### src/lcd_settings.svh
`ifndef LCD_SETTINGS_SVH
`define LCD_SETTINGS_SVH

// all delays in clock cycles, scaled down for simulation

// wait after reset before the first write
`define LCD_POWER_ON_CYCLES 40

// rs and data valid with e low before e rises
`define LCD_SETUP_CYCLES 2

// enable pulse width
`define LCD_E_HIGH_CYCLES 4

// data kept after e falls
`define LCD_HOLD_CYCLES 2

// gap after an ordinary write
`define LCD_GAP_CYCLES 6

// gap after clear display
`define LCD_CLEAR_WAIT_CYCLES 30

`define LCD_CHARS_PER_LINE 16

`endif
### src/lcd_pkg.sv
package lcd_pkg;

    ////////////////////////////////////////////////////////////////////////////
    // bus and text widths
    ////////////////////////////////////////////////////////////////////////////

    // one 4-bit transfer on the panel bus
    typedef logic [3:0] lcd_nibble_t;

    // command or character code
    typedef logic [7:0] lcd_byte_t;

    // 16 ascii characters, first one in the top byte
    typedef logic [127:0] lcd_line_t;

    ////////////////////////////////////////////////////////////////////////////
    // one write handed from the sequencer to the bus writer
    ////////////////////////////////////////////////////////////////////////////

    typedef struct packed {
        // 0 command, 1 character
        logic rs;
        // wake-up writes, low nibble only
        logic nibble_only;
        // clear display needs the long wait
        logic long_wait;
        lcd_byte_t code;
    } lcd_write_t;

    ////////////////////////////////////////////////////////////////////////////
    // state machines
    ////////////////////////////////////////////////////////////////////////////

    typedef enum logic [1:0] {
        POWER_WAIT,
        ISSUE,
        WAIT_DONE
    } seq_state_t;

    typedef enum logic [2:0] {
        IDLE,
        SETUP,
        E_HIGH,
        HOLD,
        GAP
    } bus_state_t;

endpackage

### src/lcd_text_top.sv
`timescale 1ns/1ps

module lcd_text_top (
    input  logic                 clk,
    input  logic                 rst_n,
    input  lcd_pkg::lcd_line_t   line_a,
    input  lcd_pkg::lcd_line_t   line_b,
    output logic                 lcd_rs,
    output logic                 lcd_rw,
    output logic                 lcd_e,
    output lcd_pkg::lcd_nibble_t lcd_data
);

    // sequencer to writer
    lcd_pkg::lcd_write_t write_bus;
    logic                write_strobe;
    logic                busy;

    lcd_frame_sequencer u_sequencer (
        .clk          (clk),
        .rst_n        (rst_n),
        .line_a       (line_a),
        .line_b       (line_b),
        .busy         (busy),
        .write        (write_bus),
        .write_strobe (write_strobe)
    );

    lcd_bus_writer u_writer (
        .clk          (clk),
        .rst_n        (rst_n),
        .write        (write_bus),
        .write_strobe (write_strobe),
        .busy         (busy),
        .lcd_rs       (lcd_rs),
        .lcd_rw       (lcd_rw),
        .lcd_e        (lcd_e),
        .lcd_data     (lcd_data)
    );

endmodule

### src/lcd_bus_writer.sv
`timescale 1ns/1ps

`include "lcd_settings.svh"

module lcd_bus_writer (
    input  logic                clk,
    input  logic                rst_n,
    input  lcd_pkg::lcd_write_t write,
    input  logic                write_strobe,
    output logic                busy,
    output logic                lcd_rs,
    output logic                lcd_rw,
    output logic                lcd_e,
    output lcd_pkg::lcd_nibble_t lcd_data
);

    function automatic int max_of(input int a, input int b);
        return (a > b) ? a : b;
    endfunction

    localparam int MAX_LOAD = max_of(max_of(max_of(`LCD_SETUP_CYCLES, `LCD_E_HIGH_CYCLES),
                                            max_of(`LCD_HOLD_CYCLES, `LCD_GAP_CYCLES)),
                                     `LCD_CLEAR_WAIT_CYCLES);
    localparam int CNT_W = $clog2(MAX_LOAD + 1);

    // reload values, each phase lasts load + 1 cycles
    localparam logic [CNT_W-1:0] SETUP_LOAD = CNT_W'(`LCD_SETUP_CYCLES - 1);
    localparam logic [CNT_W-1:0] E_LOAD     = CNT_W'(`LCD_E_HIGH_CYCLES - 1);
    localparam logic [CNT_W-1:0] HOLD_LOAD  = CNT_W'(`LCD_HOLD_CYCLES - 1);
    localparam logic [CNT_W-1:0] GAP_LOAD   = CNT_W'(`LCD_GAP_CYCLES - 1);
    localparam logic [CNT_W-1:0] CLEAR_LOAD = CNT_W'(`LCD_CLEAR_WAIT_CYCLES - 1);

    lcd_pkg::bus_state_t  state;
    logic [CNT_W-1:0]     cnt;
    logic                 cnt_done;
    // set once the low nibble is on the bus
    logic                 on_low;

    lcd_pkg::lcd_nibble_t low_code;
    logic                 long_q;

    // never reads the panel
    assign lcd_rw   = 1'b0;
    assign cnt_done = (cnt == '0);

    ////////////////////////////////////////////////////////////////////////////
    // nibble timing
    ////////////////////////////////////////////////////////////////////////////

    always_ff @(posedge clk or negedge rst_n) begin
        if (!rst_n) begin
            state    <= lcd_pkg::IDLE;
            cnt      <= '0;
            busy     <= 1'b0;
            on_low   <= 1'b0;
            lcd_e    <= 1'b0;
            lcd_rs   <= 1'b0;
            lcd_data <= '0;
        end else begin
            if (state != lcd_pkg::IDLE && !cnt_done) begin
                cnt <= cnt - 1'b1;
            end

            case (state)
                lcd_pkg::IDLE: begin
                    if (write_strobe) begin
                        state  <= lcd_pkg::SETUP;
                        cnt    <= SETUP_LOAD;
                        busy   <= 1'b1;
                        on_low <= write.nibble_only;
                        lcd_rs <= write.rs;
                        // high nibble first unless a wake-up write
                        if (write.nibble_only) begin
                            lcd_data <= write.code[3:0];
                        end else begin
                            lcd_data <= write.code[7:4];
                        end
                    end
                end
                lcd_pkg::SETUP: begin
                    if (cnt_done) begin
                        state <= lcd_pkg::E_HIGH;
                        cnt   <= E_LOAD;
                        lcd_e <= 1'b1;
                    end
                end
                lcd_pkg::E_HIGH: begin
                    if (cnt_done) begin
                        state <= lcd_pkg::HOLD;
                        cnt   <= HOLD_LOAD;
                        lcd_e <= 1'b0;
                    end
                end
                lcd_pkg::HOLD: begin
                    if (cnt_done) begin
                        if (on_low) begin
                            state <= lcd_pkg::GAP;
                            cnt   <= long_q ? CLEAR_LOAD : GAP_LOAD;
                        end else begin
                            state    <= lcd_pkg::SETUP;
                            cnt      <= SETUP_LOAD;
                            on_low   <= 1'b1;
                            lcd_data <= low_code;
                        end
                    end
                end
                lcd_pkg::GAP: begin
                    if (cnt_done) begin
                        state <= lcd_pkg::IDLE;
                        busy  <= 1'b0;
                    end
                end
                default: begin
                    state <= lcd_pkg::IDLE;
                end
            endcase
        end
    end

    // parts of the write still needed after capture
    always_ff @(posedge clk) begin
        if (state == lcd_pkg::IDLE && write_strobe) begin
            low_code <= write.code[3:0];
            long_q   <= write.long_wait;
        end
    end

endmodule

### src/lcd_frame_sequencer.sv
`timescale 1ns/1ps

`include "lcd_settings.svh"

module lcd_frame_sequencer (
    input  logic               clk,
    input  logic               rst_n,
    input  lcd_pkg::lcd_line_t line_a,
    input  lcd_pkg::lcd_line_t line_b,
    input  logic               busy,
    output lcd_pkg::lcd_write_t write,
    output logic               write_strobe
);

    ////////////////////////////////////////////////////////////////////////////
    // step map
    ////////////////////////////////////////////////////////////////////////////

    // steps 0..7 are init, the rest is one frame that repeats
    localparam int INIT_STEPS   = 8;
    localparam int FRAME_FIRST  = INIT_STEPS;
    localparam int LINE_A_FIRST = FRAME_FIRST + 1;
    localparam int LINE_B_CMD   = LINE_A_FIRST + `LCD_CHARS_PER_LINE;
    localparam int LINE_B_FIRST = LINE_B_CMD + 1;
    localparam int LAST_STEP    = LINE_B_FIRST + `LCD_CHARS_PER_LINE - 1;

    localparam int STEP_W = $clog2(LAST_STEP + 1);
    localparam int CHAR_W = $clog2(`LCD_CHARS_PER_LINE);
    localparam int PWR_W  = $clog2(`LCD_POWER_ON_CYCLES + 1);

    localparam logic [STEP_W-1:0] STEP_FRAME  = STEP_W'(FRAME_FIRST);
    localparam logic [STEP_W-1:0] STEP_A_CHAR = STEP_W'(LINE_A_FIRST);
    localparam logic [STEP_W-1:0] STEP_B_CMD  = STEP_W'(LINE_B_CMD);
    localparam logic [STEP_W-1:0] STEP_B_CHAR = STEP_W'(LINE_B_FIRST);
    localparam logic [STEP_W-1:0] STEP_LAST   = STEP_W'(LAST_STEP);
    localparam logic [PWR_W-1:0]  PWR_DONE    = PWR_W'(`LCD_POWER_ON_CYCLES - 1);

    lcd_pkg::seq_state_t state;
    logic [STEP_W-1:0]   step;
    logic [PWR_W-1:0]    pwr_cnt;

    // text held for the whole frame
    lcd_pkg::lcd_line_t  line_a_q;
    lcd_pkg::lcd_line_t  line_b_q;

    logic [STEP_W-1:0]   a_off;
    logic [STEP_W-1:0]   b_off;
    lcd_pkg::lcd_line_t  a_shift;
    lcd_pkg::lcd_line_t  b_shift;
    lcd_pkg::lcd_write_t next_write;

    ////////////////////////////////////////////////////////////////////////////
    // write content for the current step
    ////////////////////////////////////////////////////////////////////////////

    always_comb begin
        a_off = step - STEP_A_CHAR;
        b_off = step - STEP_B_CHAR;
        // selected character ends up in the top byte
        a_shift = line_a_q << {a_off[CHAR_W-1:0], 3'b000};
        b_shift = line_b_q << {b_off[CHAR_W-1:0], 3'b000};

        next_write = '0;
        case (step)
            // wake-up nibbles
            STEP_W'(0), STEP_W'(1), STEP_W'(2): begin
                next_write.nibble_only = 1'b1;
                next_write.code        = 8'h03;
            end
            STEP_W'(3): begin
                next_write.nibble_only = 1'b1;
                next_write.code        = 8'h02;
            end
            // function set, 4-bit, two lines
            STEP_W'(4): next_write.code = 8'h28;
            STEP_W'(5): next_write.code = 8'h06;
            STEP_W'(6): next_write.code = 8'h0C;
            STEP_W'(7): begin
                next_write.code      = 8'h01;
                next_write.long_wait = 1'b1;
            end
            // ddram address of each line
            STEP_FRAME: next_write.code = 8'h80;
            STEP_B_CMD: next_write.code = 8'hC0;
            default: begin
                next_write.rs = 1'b1;
                if (step < STEP_B_CMD) begin
                    next_write.code = a_shift[127:120];
                end else begin
                    next_write.code = b_shift[127:120];
                end
            end
        endcase
    end

    ////////////////////////////////////////////////////////////////////////////
    // step control
    ////////////////////////////////////////////////////////////////////////////

    assign write_strobe = (state == lcd_pkg::ISSUE) && !busy;

    always_ff @(posedge clk or negedge rst_n) begin
        if (!rst_n) begin
            state   <= lcd_pkg::POWER_WAIT;
            step    <= '0;
            pwr_cnt <= '0;
        end else begin
            case (state)
                lcd_pkg::POWER_WAIT: begin
                    pwr_cnt <= pwr_cnt + 1'b1;
                    if (pwr_cnt == PWR_DONE) begin
                        state <= lcd_pkg::ISSUE;
                    end
                end
                lcd_pkg::ISSUE: begin
                    if (!busy) begin
                        state <= lcd_pkg::WAIT_DONE;
                        if (step == STEP_LAST) begin
                            step <= STEP_FRAME;
                        end else begin
                            step <= step + 1'b1;
                        end
                    end
                end
                // next write is loaded here, writer is busy meanwhile
                lcd_pkg::WAIT_DONE: begin
                    state <= lcd_pkg::ISSUE;
                end
                default: begin
                    state <= lcd_pkg::POWER_WAIT;
                end
            endcase
        end
    end

    // frame text and the write waiting for the bus
    always_ff @(posedge clk) begin
        if (write_strobe && step == STEP_FRAME) begin
            line_a_q <= line_a;
            line_b_q <= line_b;
        end
        if (state != lcd_pkg::ISSUE) begin
            write <= next_write;
        end
    end

endmodule

### config.mk
export PLATFORM = sky130hd
export DESIGN_NAME = lcd_text_top
export DESIGN_NICKNAME = d
export VERILOG_FILES = /design/src/lcd_pkg.sv /design/src/lcd_text_top.sv /design/src/lcd_bus_writer.sv /design/src/lcd_frame_sequencer.sv
export VERILOG_INCLUDE_DIRS = /design/src
export SDC_FILE = /design/constraint.sdc
export NUM_CORES = 1
export LEC_CHECK = 0
export BUFFER_PORTS_ARGS = -buffer_cell sky130_fd_sc_hd__buf_4
export CORE_MARGIN = 5
export CORE_UTILIZATION = 30
export DETAILED_ROUTE_END_ITERATION = 12
export HOLD_SLACK_MARGIN = 0.08
export SETUP_SLACK_MARGIN = 0.15
export SLEW_MARGIN = 20
export SYNTH_ARGS = -nofsm -noshare
export SYNTH_HDL_FRONTEND = slang
export SYNTH_SLANG_ARGS = --single-unit
### constraint.sdc
create_clock -name clk -period 27.4 [get_ports clk]
set_clock_uncertainty 0.05 [all_clocks]
set_input_delay 5.48 -clock clk [delete_from_list [all_inputs] [get_ports clk]]
set_output_delay 5.48 -clock clk [all_outputs]
set_load 0.005 [all_outputs]
* Yosys cells after proc, flatten, opt, wreduce, memory -nomap -nowiden
Index checks and enable logic that the tools add are counted.
** Word-level totals
- Memory bits (writable) :: 0
- Word-level logic and storage cells :: 114
- Output and inout bits :: 7
- ROM bits :: 0
- Input port bits :: 258
- Latch bits :: 0
- Memories :: 0
- Bits in registers :: 302
** Cells by class
- Eq/ne operators :: 26
- Multiplexer cells :: 36
- Order comparisons :: 1
- Div/mod/pow operators :: 0
- Reductions and logical operators :: 25
- Multipliers :: 0
- Shifts and indexed selects :: 2
- Add/sub/neg operators :: 5
- Bitwise gates (word level) :: 1
** Operators by type and width (number)
- 128-bit by 7-bit << shifter with 128-bit output :: 2
- 8-bit one-hot mux with 8 select lines :: 1
- 5-bit two-way mux :: 7
- 6-bit by 3-bit == test with 1-bit output (second input constant) :: 4
- 5-bit one-hot mux with 4 select lines :: 1
- 3-bit two-way mux :: 6
- 4-bit two-way mux :: 4
- 3-bit one-hot mux with 5 select lines :: 1
- 6-bit by 1-bit adder with 6-bit output (second input constant) :: 2
- 6-bit by 2-bit == test with 1-bit output (second input constant) :: 2
- 6-bit == test (second input constant) :: 2
- 2-bit by 1-bit inequality test with 1-bit output (second input constant) :: 6
- 10-bit OR reduction :: 1
- 3-bit AND reduction :: 3
- 8-bit two-way mux :: 1
- 4-bit one-hot mux with 2 select lines :: 1
- 4-bit subtractor (second input constant) :: 2
- 1-bit two-way mux :: 7
- 3-bit by 2-bit == test with 1-bit output (second input constant) :: 2
- 6-bit by 1-bit == test with 1-bit output (second input constant) :: 1
- 6-bit by 4-bit == test with 1-bit output (second input constant) :: 1
- 6-bit by 5-bit == test with 1-bit output (second input constant) :: 1
- 6-bit logical NOT :: 1
- 6-bit by 5-bit less-than comparator with 1-bit output (second input constant) :: 1
- other kinds (23) :: 36

* Longest topological paths before layout
- Depth in word-level cells :: 6
- Depth in mapped cells :: 12
- Depth with buffers taken out :: 7

* Hierarchy
A second synthesis with hierarchy kept.
** Unflattened totals
- Cells, all modules :: 635
- Area total of the unflattened synthesis :: 12218.0 um2
** Modules (own cells, without submodules)
- lcd_frame_sequencer :: area each 11103.1 um2, sequential area each 8368.0 um2, cells an instance 521, times used 1
- lcd_bus_writer :: area each 1114.8 um2, sequential area each 550.5 um2, cells an instance 114, times used 1

* Worst setup path before layout
No wires, ideal clock.
- Path kind :: reg-to-reg
- From :: register u_sequencer.step[1]
- To :: register u_sequencer.line_a_q[0], enable pin
- Clock period less this slack :: 19.869 ns
- Library setup time :: 1.186 ns
- Stages on the path, launching flop included :: 8
- Data required time :: 26.164 ns
- Path buffers :: 3
- Path slack :: 7.531 ns
- Arrival :: 18.632 ns
- Cell sequence :: dfrtp_1 > clkbuf_1 > buf_2 > buf_2 > inv_1 > ha_1 > nand2b_1 > nor3_1
** On the way
- Cells in the longest elaborated chain, start to end :: 2
** RTL lines
- start: declaration :: line lcd_frame_sequencer.sv:39 : logic [STEP_W-1:0] step;
- start signal: assignment :: line lcd_frame_sequencer.sv:121 : step <= step + 1'b1;
- 6-bit by 4-bit == test with 1-bit output :: line lcd_frame_sequencer.sv:138 : if (write_strobe && step == STEP_FRAME) begin
- 1-bit logical AND :: line lcd_frame_sequencer.sv:138
- end signal: assignment :: line lcd_frame_sequencer.sv:139 : line_a_q <= line_a;
- end: declaration :: line lcd_frame_sequencer.sv:43 : lcd_pkg::lcd_line_t line_a_q;
Every way passes these cells.
A chain may end at the register's enable or synchronous reset.

* Worst setup path after layout
- From :: register u_writer.lcd_e
- To :: output lcd_e
** RTL lines
- start: declaration :: line lcd_bus_writer.sv:13 : output logic lcd_e,
- start signal: assignment :: line lcd_bus_writer.sv:56 : lcd_e <= 1'b0;
- start signal: assignment :: line lcd_bus_writer.sv:84 : lcd_e <= 1'b1;
- start signal: assignment :: line lcd_bus_writer.sv:91 : lcd_e <= 1'b0;
- end: declaration :: line lcd_text_top.sv:10 : output logic lcd_e,
No word-level cell between the ends.

==> out/qor.csv <==
stage;metric;value;unit
pwr;vdd_drop_max;0.05494;mV
grt;grt_overflow;0;
yosys;avgSynthCellArea;19.35;µm²
yosys;syn-num-nets;898;
setup_path;critPathTopFamily;flip-flops;
clock_tree;clock_sinks;302;
floorplanning;die-area;44770;µm²
placement;hpwl;21220;µm
placement;io_buffer_count;263;
yosys;seq_area_frac_synth;73.15;%
floorplanning;core-area;40010;µm²
setup_path;worstPathArrival;1.06;ns
setup_path;path_max_fanout;3;
final_layout;area_delta_synth_final;29.47;%
sta;rsz0062_at_grt;false;
pwr;p_leak;5.738;nW
clock_tree;clkLatencyLatePin;0.54;ns
final_layout;final_common_cell;edfxtp_1;
yosys;yosys_warnings;0;
yosys;synth_ff_type;edfxtp_1;
setup_path;worstSetupEndpointType;primary output;
grt;track_usage;13.44;%
clock_tree;postCtsSetupBuffers;0;
clock_tree;h-tree-depth;2;
final_layout;layout-drive-gt1-share;43.52;%
route;post-route-drc-count;0;
yosys;syn-instance-count;630;
yosys;async_flop_share;9.934;%
sta;setup-tns-final;0;ns
route;ant_nets;0;
floorplanning;num_rows;73;
setup_path;critPathKind;reg2out;
sta;min_period;6.592;ns
floorplanning;ios;265;
sta;fin_crit_sh;24.06;%
floorplanning;fp.dieH;211.6;µm
final_layout;final_cells;1453;
pwr;p_per_area;60.87;nW/µm²
clock_tree;root_buffer;clkbuf_16;
grt;grt_max_degree;158;
clock_tree;clockBufferDepth;3;
clock_tree;tritoncts;done;
setup_path;max_stage_delay;0.39;ns
yosys;ys_ff_latch;302;
yosys;synth_edf_count;272;
setup_path;slowest_stage;dfrtp_1;
grt;antenna_found_initial;1;
grt;grt_pass1_vias;7382;
hold_path;hp-class;reg2reg;
setup_path;cp_data_required_time;21.87;ns
sta;fmax;151.7;MHz
grt;grt_pass1_wl;45060;µm
status;status;finished clean;
sta;worst_pin_slew;0.9754;ns
route;num_vias;6776;
final_layout;nFillCells;3660;
placement;gp_congestion;0.7700;
placement;placed_cells;1395;
setup_path;critPathLaunchType;flop;
yosys;ys_types;61;
clock_tree;path_clk_slew;0.06;ns
route;first_pass_iters;4;
setup_path;critPathBufInv;1;
clock_tree;cts_hold_buffers;0;
sta;drv_slew;0;
sta;maxSlewHeadroom;34.48;%
floorplanning;initial_utilization;30.48;%
route;drtIter0Drc;425;
yosys;netlist_area;12190;µm²
job;maxCapViolCount;0;
route;vias_per_cell;4.663;
final_layout;nNetsFinal;1174;
clock_tree;cts_buffers;34;
sta;finalHoldViolCount;0;
route;wire_per_inst;20.86;µm
setup_path;path_cells;buf_4;
route;wirelength;30310;µm
sta;finalSetupViolations;0;
final_layout;final_cell_mix;edfxtp_1, buf_4, mux4_2, clkbuf_16, dfrtp_1;
floorplanning;die_w;211.6;µm
clock_tree;cts_resized;0;
-- worst paths after layout --
| kind | slack [ns] | depth (start not counted) | start | end |
|---|---|---|---|---|
| setup / recovery | 20.81 | 1 | u_writer.lcd_e | lcd_e |
| hold / removal | 0.39 | 0 | u_sequencer.write[8] | u_writer.long_q |
| setup reg to reg | 23.88 | 7 | u_sequencer.step[0] | u_sequencer.write[1] |
| hold reg to reg | 0.39 | 0 | u_sequencer.write[8] | u_writer.long_q |
| max in group asynchronous | 22.14 | 1 | rst_n | u_sequencer.step[0] |
| min in group asynchronous | 4.83 | 1 | rst_n | u_writer.state[2] |
-- power breakdown --
group          switching (mW)  internal [mW]  leakage (nW)
Combinational         0.00687         0.0227          2.49
Clock                   0.179          0.250         0.502
Sequential                  0          0.502          2.75
-- synthesized netlist by cell type (all sizes together), types with 4 or more instances --
library cell	count	area (µm²)
nor3	8	40.04
o21ai	15	75.07
mux4	69	1572
or3	5	31.28
nand4	8	50.05
mux2	6	67.56
xor2	4	35.03
ha	10	125.1
clkbuf	14	52.55
dfrtp	30	750.7
mux2i	21	210.2
a21oi	15	78.83
buf	18	126.4
edfxtp	272	8168
nand3	19	95.09
inv	10	37.53
nand2	17	63.81
xnor2	8	77.58
nand2b	7	43.79
nor2	23	86.33
-- logic make-up (layout without fill, tap and decap cells) --
group	count (synthesis)	count (layout)	share of synthesized area, %
compound gates	64	64	3.643
xor+xnor	12	12	0.9236
fa+ha+maj	10	10	1.026
buf+inv	42	338	1.775
flops	302	302	73.15
mux	96	96	15.17
other cells	1	3	0.03076
simple gates	103	103	4.289
-- metal layers --
layer | part of all wire [%] | vias to the layer above | track usage [%]
li1 | - | 3126 | -
met1 | 40 | 3404 | 16.95
met2 | 51 | 200 | 22.21
met3 | 7.1 | 46 | 4.031
met4 | 2.5 | 0 | 4.598
met5 | 0 | - | 0
-- cell type report --
type	instances	area [µm²]	area share (%)
Clock buffer	42	890.9	5.643
Sequential cell	302	8924	56.53
Tap cell	525	656.9	4.161
Antenna cell	2	5.005	0.03170
Clock inverter	14	145.1	0.9194
Multi-Input combinational cell	286	3073	19.47
Timing Repair Buffer	272	2054	13.01
Inverter	10	37.54	0.2378
-- state kept, by name (all words and copies together) (netlist names), 2 cells and up --
register	cells
u_writer.cnt	5
u_sequencer.step	6
u_sequencer.line_b_q	128
u_writer.low_code	4
u_writer.lcd_data	4
u_sequencer.pwr_cnt	6
u_sequencer.line_a_q	128
u_sequencer.state	2
u_sequencer.write	11
u_writer.state	3
-- metrics by stage --
step	hold slack (ns)	setup WS, ns	util, %	total power, mW	instance area (µm²)
final	0.3872	20.81	39.46	0.9609	15790
after global routing	0.4143	20.75	39.45	0.9984	15780
after CTS	0.3913	20.76	39.45	0.9778	15780
after detailed placement	0.3775	21.34	36.86	0.5410	14750
after global placement	0.3575	21.36	36.86	0.5407	14750
after floorplan	0.3503	7.531	-	0.5114	12190
Note: power is estimated with default switching activity, not from simulation.
